### config.mk
export PLATFORM = sky130hd
export DESIGN_NAME = trace_top
export DESIGN_NICKNAME = d
export VERILOG_FILES = /design/src/logic/trace_pkg.sv /design/src/logic/trace_ctrl.sv /design/src/logic/cycle_counter.sv /design/src/logic/instr_classifier.sv /design/src/logic/ex_slot.sv /design/src/logic/retire_slot.sv /design/src/logic/trace_top.sv
export SDC_FILE = /design/constraint.sdc
export NUM_CORES = 1
export LEC_CHECK = 0
export BUFFER_PORTS_ARGS = -buffer_cell sky130_fd_sc_hd__buf_2
export CORE_MARGIN = 2
export CORE_UTILIZATION = 30
export CTS_CLUSTER_DIAMETER = 100
export DETAILED_ROUTE_END_ITERATION = 8
export GPL_ROUTABILITY_DRIVEN = 1
export PLACE_DENSITY = 0.55
export SLEW_MARGIN = 20
export SYNTH_ARGS = -nofsm -noshare
export SYNTH_HDL_FRONTEND = slang
export SYNTH_HIERARCHICAL = 1
export SYNTH_SLANG_ARGS = --single-unit
### constraint.sdc
create_clock -name clk -period 6.2 [get_ports clk]
set_clock_uncertainty 0.1 [all_clocks]
set_input_delay 0.62 -clock clk [delete_from_list [all_inputs] [get_ports clk]]
set_output_delay 0.62 -clock clk [all_outputs]
set_load 0.05 [all_outputs]
### src/logic/trace_pkg.sv
// instruction trace package
// shared widths, opcode constants, instruction classes and record types

package trace_pkg;

  localparam int xlen    = 32;
  localparam int cycle_w = 32;

  ////////////////////////////////////////////////////////////////////////////
  // base opcodes
  ////////////////////////////////////////////////////////////////////////////

  localparam logic [6:0] opcode_lui    = 7'b0110111;
  localparam logic [6:0] opcode_auipc  = 7'b0010111;
  localparam logic [6:0] opcode_jal    = 7'b1101111;
  localparam logic [6:0] opcode_jalr   = 7'b1100111;
  localparam logic [6:0] opcode_branch = 7'b1100011;
  localparam logic [6:0] opcode_load   = 7'b0000011;
  localparam logic [6:0] opcode_store  = 7'b0100011;
  localparam logic [6:0] opcode_opimm  = 7'b0010011;
  localparam logic [6:0] opcode_op     = 7'b0110011;
  localparam logic [6:0] opcode_system = 7'b1110011;
  localparam logic [6:0] opcode_fence  = 7'b0001111;

  typedef logic [4:0] reg_addr_t;

  typedef enum logic [3:0] {
    class_u       = 4'd0,
    class_j       = 4'd1,
    class_i       = 4'd2,
    class_b       = 4'd3,
    class_s       = 4'd4,
    class_r       = 4'd5,
    class_load    = 4'd6,
    class_system  = 4'd7,
    class_fence   = 4'd8,
    class_invalid = 4'd9
  } iclass_e;

  ////////////////////////////////////////////////////////////////////////////
  // core-side ports and trace record
  ////////////////////////////////////////////////////////////////////////////

  typedef struct packed {
    logic            we;
    reg_addr_t       addr;
    logic [xlen-1:0] wdata;
  } reg_wr_t;

  typedef struct packed {
    logic            req;
    logic            gnt;
    logic            we;
    logic [xlen-1:0] addr;
  } mem_req_t;

  typedef struct packed {
    logic [cycle_w-1:0] cycle;
    logic [xlen-1:0]    pc;
    logic [xlen-1:0]    instr;
    iclass_e            iclass;
    reg_addr_t          rd;
    // instruction writes a nonzero rd
    logic               rd_valid;
    // a write to rd was observed
    logic               rd_seen;
    logic [xlen-1:0]    rd_wdata;
    logic               mem_valid;
    logic               mem_we;
    logic [xlen-1:0]    mem_addr;
  } trace_rec_t;

endpackage

### src/logic/trace_ctrl.sv
// tracer control
// start-up FSM plus EX/WB occupancy, producing load and retire strobes

module trace_ctrl (
  input  logic clk,
  input  logic rst_n,
  input  logic fetch_enable,
  input  logic id_valid,
  input  logic is_decoding,
  input  logic ex_valid,
  input  logic wb_bypass,
  input  logic wb_valid,
  output logic count_en,
  output logic ex_load,
  output logic ex_busy,
  output logic wb_load,
  output logic wb_busy,
  output logic emit_ex,
  output logic emit_wb
);

  typedef enum logic {
    st_idle,
    st_running
  } state_e;

  state_e state;
  logic   ex_leave;

  // tracing starts on the first fetch_enable after reset and stays on
  always_ff @(posedge clk or negedge rst_n) begin
    if (!rst_n) begin
      state <= st_idle;
    end else if (state == st_idle && fetch_enable) begin
      state <= st_running;
    end
  end

  assign count_en = (state == st_running);
  assign ex_load  = count_en && id_valid && is_decoding;

  // stage advance rules
  assign ex_leave = ex_busy && (ex_valid || wb_bypass);
  assign emit_ex  = ex_leave && wb_bypass;
  assign wb_load  = ex_leave && !wb_bypass;
  assign emit_wb  = wb_busy && wb_valid;

  always_ff @(posedge clk or negedge rst_n) begin
    if (!rst_n) begin
      ex_busy <= 1'b0;
      wb_busy <= 1'b0;
    end else begin
      if (ex_load) begin
        ex_busy <= 1'b1;
      end else if (ex_leave) begin
        ex_busy <= 1'b0;
      end
      if (wb_load) begin
        wb_busy <= 1'b1;
      end else if (emit_wb) begin
        wb_busy <= 1'b0;
      end
    end
  end

  // one instruction per stage, so EX must drain before the next capture
  assert property (@(posedge clk) disable iff (!rst_n)
    ex_load |-> (!ex_busy || ex_leave))
    else $error("capture while EX slot is held");

  // single output register, only one retirement per cycle
  assert property (@(posedge clk) disable iff (!rst_n)
    emit_ex |-> !emit_wb)
    else $error("retirement from EX and WB in the same cycle");

endmodule

### src/logic/cycle_counter.sv
// cycle stamp counter
// cleared by reset, advances every cycle while enabled

module cycle_counter #(
  parameter int WIDTH = 32
) (
  input  logic             clk,
  input  logic             rst_n,
  input  logic             count_en,
  output logic [WIDTH-1:0] count
);

  always_ff @(posedge clk or negedge rst_n) begin
    if (!rst_n) begin
      count <= '0;
    end else if (count_en) begin
      count <= count + 1'b1;
    end
  end

endmodule

### src/logic/instr_classifier.sv
// instruction classifier
// maps opcode and funct3 to a class, extracts rd

module instr_classifier (
  input  logic [trace_pkg::xlen-1:0] instr,
  output trace_pkg::iclass_e         iclass,
  output trace_pkg::reg_addr_t       rd,
  output logic                       rd_valid
);

  import trace_pkg::*;

  logic [2:0] funct3;
  logic       writes_rd;

  assign funct3 = instr[14:12];
  assign rd     = instr[11:7];

  always_comb begin
    iclass = class_invalid;
    case (instr[6:0])
      opcode_lui,
      opcode_auipc:  iclass = class_u;
      opcode_jal:    iclass = class_j;
      opcode_jalr,
      opcode_opimm:  iclass = class_i;
      opcode_branch: iclass = class_b;
      opcode_op:     iclass = class_r;
      opcode_system: iclass = class_system;
      opcode_fence:  iclass = class_fence;
      // lb, lh, lw, lbu, lhu only
      opcode_load: begin
        if (funct3 == 3'd3 || funct3 == 3'd6 || funct3 == 3'd7) begin
          iclass = class_invalid;
        end else begin
          iclass = class_load;
        end
      end
      // sb, sh, sw only
      opcode_store:  iclass = (funct3 < 3'd3) ? class_s : class_invalid;
      default:       iclass = class_invalid;
    endcase
  end

  // classes with a destination register
  assign writes_rd = (iclass == class_u) || (iclass == class_j) ||
                     (iclass == class_i) || (iclass == class_r) ||
                     (iclass == class_load) || (iclass == class_system);

  assign rd_valid = writes_rd && (rd != '0);

endmodule

### src/logic/ex_slot.sv
// EX stage trace entry
// collects the rd write and the first granted data access while in EX

module ex_slot (
  input  logic                          clk,
  input  logic                          rst_n,
  input  logic                          ex_load,
  input  logic                          ex_busy,
  input  logic [trace_pkg::xlen-1:0]    pc,
  input  logic [trace_pkg::xlen-1:0]    instr,
  input  logic [trace_pkg::cycle_w-1:0] cycle,
  input  trace_pkg::iclass_e            iclass,
  input  trace_pkg::reg_addr_t          rd,
  input  logic                          rd_valid,
  input  trace_pkg::reg_wr_t            ex_wr,
  input  trace_pkg::mem_req_t           ex_mem,
  output trace_pkg::trace_rec_t         ex_next
);

  import trace_pkg::*;

  trace_rec_t fresh;
  trace_rec_t ex_q;

  // new record at capture, nothing observed yet
  always_comb begin
    fresh           = '0;
    fresh.cycle     = cycle;
    fresh.pc        = pc;
    fresh.instr     = instr;
    fresh.iclass    = iclass;
    fresh.rd        = rd;
    fresh.rd_valid  = rd_valid;
  end

  // held entry plus this cycle's events
  always_comb begin
    ex_next = ex_q;
    // only instructions with a real rd pick up writes
    if (ex_q.rd_valid && ex_wr.we && ex_wr.addr == ex_q.rd) begin
      ex_next.rd_seen  = 1'b1;
      ex_next.rd_wdata = ex_wr.wdata;
    end
    if (!ex_q.mem_valid && ex_mem.req && ex_mem.gnt) begin
      ex_next.mem_valid = 1'b1;
      ex_next.mem_we    = ex_mem.we;
      ex_next.mem_addr  = ex_mem.addr;
    end
  end

  always_ff @(posedge clk or negedge rst_n) begin
    if (!rst_n) begin
      ex_q <= '0;
    end else if (ex_load) begin
      ex_q <= fresh;
    end else if (ex_busy) begin
      ex_q <= ex_next;
    end
  end

endmodule

### src/logic/retire_slot.sv
// WB stage trace entry and registered trace output
// takes rd writes in WB, emits one record per retirement

module retire_slot (
  input  logic                  clk,
  input  logic                  rst_n,
  input  logic                  wb_load,
  input  logic                  wb_busy,
  input  logic                  emit_ex,
  input  logic                  emit_wb,
  input  trace_pkg::trace_rec_t ex_next,
  input  trace_pkg::reg_wr_t    wb_wr,
  output logic                  trace_valid,
  output trace_pkg::trace_rec_t trace_rec
);

  import trace_pkg::*;

  trace_rec_t wb_q;
  trace_rec_t wb_next;

  always_comb begin
    wb_next = wb_q;
    if (wb_q.rd_valid && wb_wr.we && wb_wr.addr == wb_q.rd) begin
      wb_next.rd_seen  = 1'b1;
      wb_next.rd_wdata = wb_wr.wdata;
    end
  end

  // WB entry
  always_ff @(posedge clk) begin
    if (wb_load) begin
      wb_q <= ex_next;
    end else if (wb_busy) begin
      wb_q <= wb_next;
    end
  end

  always_ff @(posedge clk or negedge rst_n) begin
    if (!rst_n) begin
      trace_valid <= 1'b0;
    end else begin
      trace_valid <= emit_ex || emit_wb;
    end
  end

  // bypassed instructions come straight from EX
  always_ff @(posedge clk) begin
    if (emit_ex) begin
      trace_rec <= ex_next;
    end else if (emit_wb) begin
      trace_rec <= wb_next;
    end
  end

endmodule

### src/logic/trace_top.sv
// instruction retirement tracer
// follows each decoded instruction through EX and WB, one record per retire

module trace_top (
  input  logic                  clk,
  input  logic                  rst_n,
  input  logic                  fetch_enable,
  input  logic [31:0]           pc,
  input  logic [31:0]           instr,
  input  logic                  id_valid,
  input  logic                  is_decoding,
  input  logic                  ex_valid,
  input  trace_pkg::reg_wr_t    ex_wr,
  input  trace_pkg::mem_req_t   ex_mem,
  input  logic                  wb_bypass,
  input  logic                  wb_valid,
  input  trace_pkg::reg_wr_t    wb_wr,
  output logic                  trace_valid,
  output trace_pkg::trace_rec_t trace_rec
);

  import trace_pkg::*;

  logic               count_en;
  logic               ex_load;
  logic               ex_busy;
  logic               wb_load;
  logic               wb_busy;
  logic               emit_ex;
  logic               emit_wb;
  iclass_e            iclass;
  reg_addr_t          rd;
  logic               rd_valid;
  logic [cycle_w-1:0] cycle;
  trace_rec_t         ex_next;

  trace_ctrl trace_ctrl_i (
    .clk          (clk),
    .rst_n        (rst_n),
    .fetch_enable (fetch_enable),
    .id_valid     (id_valid),
    .is_decoding  (is_decoding),
    .ex_valid     (ex_valid),
    .wb_bypass    (wb_bypass),
    .wb_valid     (wb_valid),
    .count_en     (count_en),
    .ex_load      (ex_load),
    .ex_busy      (ex_busy),
    .wb_load      (wb_load),
    .wb_busy      (wb_busy),
    .emit_ex      (emit_ex),
    .emit_wb      (emit_wb)
  );

  cycle_counter #(
    .WIDTH (cycle_w)
  ) cycle_counter_i (
    .clk      (clk),
    .rst_n    (rst_n),
    .count_en (count_en),
    .count    (cycle)
  );

  instr_classifier instr_classifier_i (
    .instr    (instr),
    .iclass   (iclass),
    .rd       (rd),
    .rd_valid (rd_valid)
  );

  ex_slot ex_slot_i (
    .clk      (clk),
    .rst_n    (rst_n),
    .ex_load  (ex_load),
    .ex_busy  (ex_busy),
    .pc       (pc),
    .instr    (instr),
    .cycle    (cycle),
    .iclass   (iclass),
    .rd       (rd),
    .rd_valid (rd_valid),
    .ex_wr    (ex_wr),
    .ex_mem   (ex_mem),
    .ex_next  (ex_next)
  );

  retire_slot retire_slot_i (
    .clk         (clk),
    .rst_n       (rst_n),
    .wb_load     (wb_load),
    .wb_busy     (wb_busy),
    .emit_ex     (emit_ex),
    .emit_wb     (emit_wb),
    .ex_next     (ex_next),
    .wb_wr       (wb_wr),
    .trace_valid (trace_valid),
    .trace_rec   (trace_rec)
  );

endmodule

==> metrics list <==
- Setup violations remaining at the end of the flow were counted as 0.
- The worst-case IR drop observed on VDD is 0.000181 V.
* Die span in x: 294 um
* Starting density of the core: 30.3%
* Leakage component of the power: 11.7 nW
* TritonCTS Buffers: 68
- The total area inside the core boundary comes to 83600 um2.
* DRC errors left: 0
* Largest stage delay, worst path: 1.00 ns
- First-pass GRT wire length: 94800 um
- Cells with a size suffix above 1 make up 40.8% of the layout.
- Walking the worst path, the cells encountered are and2_4, buf_4, clkinv_2, nor2_1, a31oi_1.
* Max Slew Vio Count: 0
* Die Ht: 294 um
- After detailed routing, the average wire length per cell comes to 19.5 um.
- Routability-driven placement finished with a final weighted congestion of 0.756.
- Sequential elements use 61.8% of the synthesized area.
- Net Count, Synth: 1966
- Detailed placement ended at an HPWL of 37500 um.
- Async set or reset register ratio after synthesis: 37.7%
* Final Hold Fails: 0
* Total number of nets in the final design: 2192
- Flip-flop and latch area: 15600 um2
* Arr. time, crit path: 3.53 ns
- Number of enable flip-flop cells after synthesis: 346
* Clock tree from TritonCTS: done
- The clock reaches the later pin of the worst-skew pair after 0.60 ns.
- Clock root cell: clkbuf_16
- Max_cap viols: 0
* Antenna violations before repair: 8
* Syn Inst Count: 1782
* Run status: finished clean
* Number of resized instances in the post-cts repair step: 0
* Filler cell count in the final layout: 8102
* Area share of the largest cell type after synthesis: 41.1%
* Post-synthesis instance area: 25300 um2
- Total negative setup slack: 0 ns
* Pin count of the biggest net entering global routing: 177
- Count of pins on the block boundary: 357
* Top FF cell, synth: edfxtp_1
* RSZ-0062 raised after global routing: no
* Period Utilization, post-route: 53.7%
* Maximum clock insertion buffer count: 3
- Along the worst path, the maximum fanout reaches 59.
* Total power density per cell area: 317 nW/um2
* Drt first-iter violations: 831
* Via count of the first global-routing pass: 15900
- Worst-margin pin slew: 1.06 ns
- Per-cell via count in the routed design: 4.76
- Yosys warnings: 6
* Worst setup SP type: flip-flop
* Via count: 15000
- Summed over all instances, the cell type with the most area after synthesis is edfxtp_1.
- Summing all multi-input logic gate instances after layout gives 8280 um2.
- Sort of element at the end of the critical path: flip-flop
- Ranking of synthesized cells by area: edfxtp_1 (41%), dfrtp_1 (21%), mux2_2 (14%), and2_1 (3.6%), buf_4 (3.4%)
- Worst hold slack: 0.107 ns
* Class of the most critical hold timing path: in2reg
- Mean post-synth cell area: 14.2 um2
* Count of nets left with antenna violations after detail routing: 0
* Wire length after detailed routing: 61200 um
* H-tree depth: 3
- Timing would allow up to 300 MHz.
- Total power for the finished layout comes to 0.00936 W.
- Buffer count from post-CTS setup fixing: 0
* Worst slew margin relative to its limit: 29.3%
- The die covers 86600 um2.
- The critical path in this run is classified as reg2reg.
- Minimum clock period after layout: 3.33 ns
- Row count: 106
- The netlist uses 58 different library cells.
- At the worst endpoint, the required time is 6.40 ns.
- After global routing the overflow that remains totals 0.
- Layout area overhead: 16.6%
- Clock sink count: 555
- 1st-pass router iterations: 5
- Worst-path clk slew: 0.06 ns
- Total of buffers placed on input and output ports: 356
- Across every metal layer, demand over resource in global routing totals 14.1%.
- For this design, the slowest cell found on the critical path is clkinv_2.
* Count of state elements after synthesis: 555
-- cell families after synthesis --
logic type	Yosys count	share of synthesized area (%)
AOI/OAI and AO/OA	157	5.84
xor gates and xnor gates	38	1.32
adders and majority gates	1	0.0495
buffers and inverters	226	5.60
DFF	555	61.8
muxes	344	15.2
and+or+nand+nor	461	10.2
-- synthesized netlist by cell type, drive strengths merged, types with 5 or more instances --
cell and number:
clkbuf 61, dfrtp 209, nand3 11, a31oi 54, a2bb2oi 14, nand4 37
a21oi 37, edfxtp 346, nor4 8, a41oi 12, nand2b 65, xnor2 22
buf 157, o31ai 33, and3 6, mux2 312, nand2 87, and2 145
and4 5, or2 5, mux2i 32, xor2 16, nor3 10, inv 8
nor2 67
-- registers in the layout, indices dropped and copies added (netlist names) --
name,cells
cycle_counter_i/count,32
ex_slot_i/ex_next,106
ex_slot_i/ex_q,67
retire_slot_i/trace_rec,173
retire_slot_i/trace_valid,1
retire_slot_i/wb_next,140
retire_slot_i/wb_q,33
trace_ctrl_i/count_en,1
trace_ctrl_i/ex_busy,1
trace_ctrl_i/wb_busy,1
-- per-stage QoR --
stage | instances | util [%] | setup WS, ns | cell area (um2)
3_5_place_dp | 3017 | 32.6 | 3.12 | 27300
6_report | 3145 | 35.3 | 2.87 | 29500
3_3_place_gp | 3017 | 32.6 | 3.11 | 27300
5_1_grt | 3144 | 35.3 | 2.58 | 29500
4_1_cts | 3142 | 35.3 | 3.16 | 29500
2_1_floorplan | 1782 | - | 0.769 | 25300
-- final cells by class --
class	count	area share, %
multi-input combinational	1001	28.1
clock buffer	94	6.31
sequential	555	53.0
clock inverter	30	1.19
tap	1080	4.58
timing repair buffer	374	6.71
inverter	8	0.110
antenna	3	0.0255
-- power by group --
group | internal (W) | switching [W]
Clock | 0.00234 | 0.00160
Sequential | 0.00422 | 0.000153
Combinational | 0.000365 | 0.000677
-- layout by cell type, fill, tap and decap left out, types with 22 or more instances in the layout --
cell type,count
o31ai_4,30
edfxtp_1,346
nand2_1,85
a21oi_1,36
nand4_1,36
a31oi_1,54
mux2i_1,32
nand2b_1,64
and2_1,144
clkbuf_16,69
xnor2_1,22
buf_2,355
nor2_1,64
mux2_2,312
dfrtp_1,209
-- timing repair --
action,in CTS,in global routing
endpoints found under the hold margin,63,0
setup endpoints to repair,0,0
hold buffers,1,0
-- path summary, 6_finish.rpt --
kind	to	slack, ns	startpoint	cells after the start
min in group asynchronous	ex_slot_i/ex_next[127]	0.43	rst_n	2
worst min register to register	cycle_counter_i/count[31]	0.37	cycle_counter_i/count[31]	1
worst max register to register	retire_slot_i/trace_rec[63]	2.87	trace_ctrl_i/ex_busy	5
worst min-delay path	trace_ctrl_i/count_en	0.11	fetch_enable	2
max in group asynchronous	ex_slot_i/ex_next[70]	4.16	rst_n	3
worst max-delay path	retire_slot_i/trace_rec[63]	2.87	trace_ctrl_i/ex_busy	5
-- layer usage --
metal  track usage, %  vias up  wire, um  part of all wire, %
met1             18.4     7517     26600                   43
met4             4.93       10      1480                  2.4
met3             3.85      110      4540                  7.4
met5                0        -        75                 0.12
li1                 -     6842         -                    -
met2             22.7      478     28600                   47
-- worst max-delay path: cells and delay by family (launching register included) --
family                 cells  cell delay [ns]
AOI/OAI and AO/OA          1             0.06
buffers and inverters      2             1.64
DFF                        1             0.58
and+or+nand+nor            2             0.60
(Power assumes the default switching activity.)
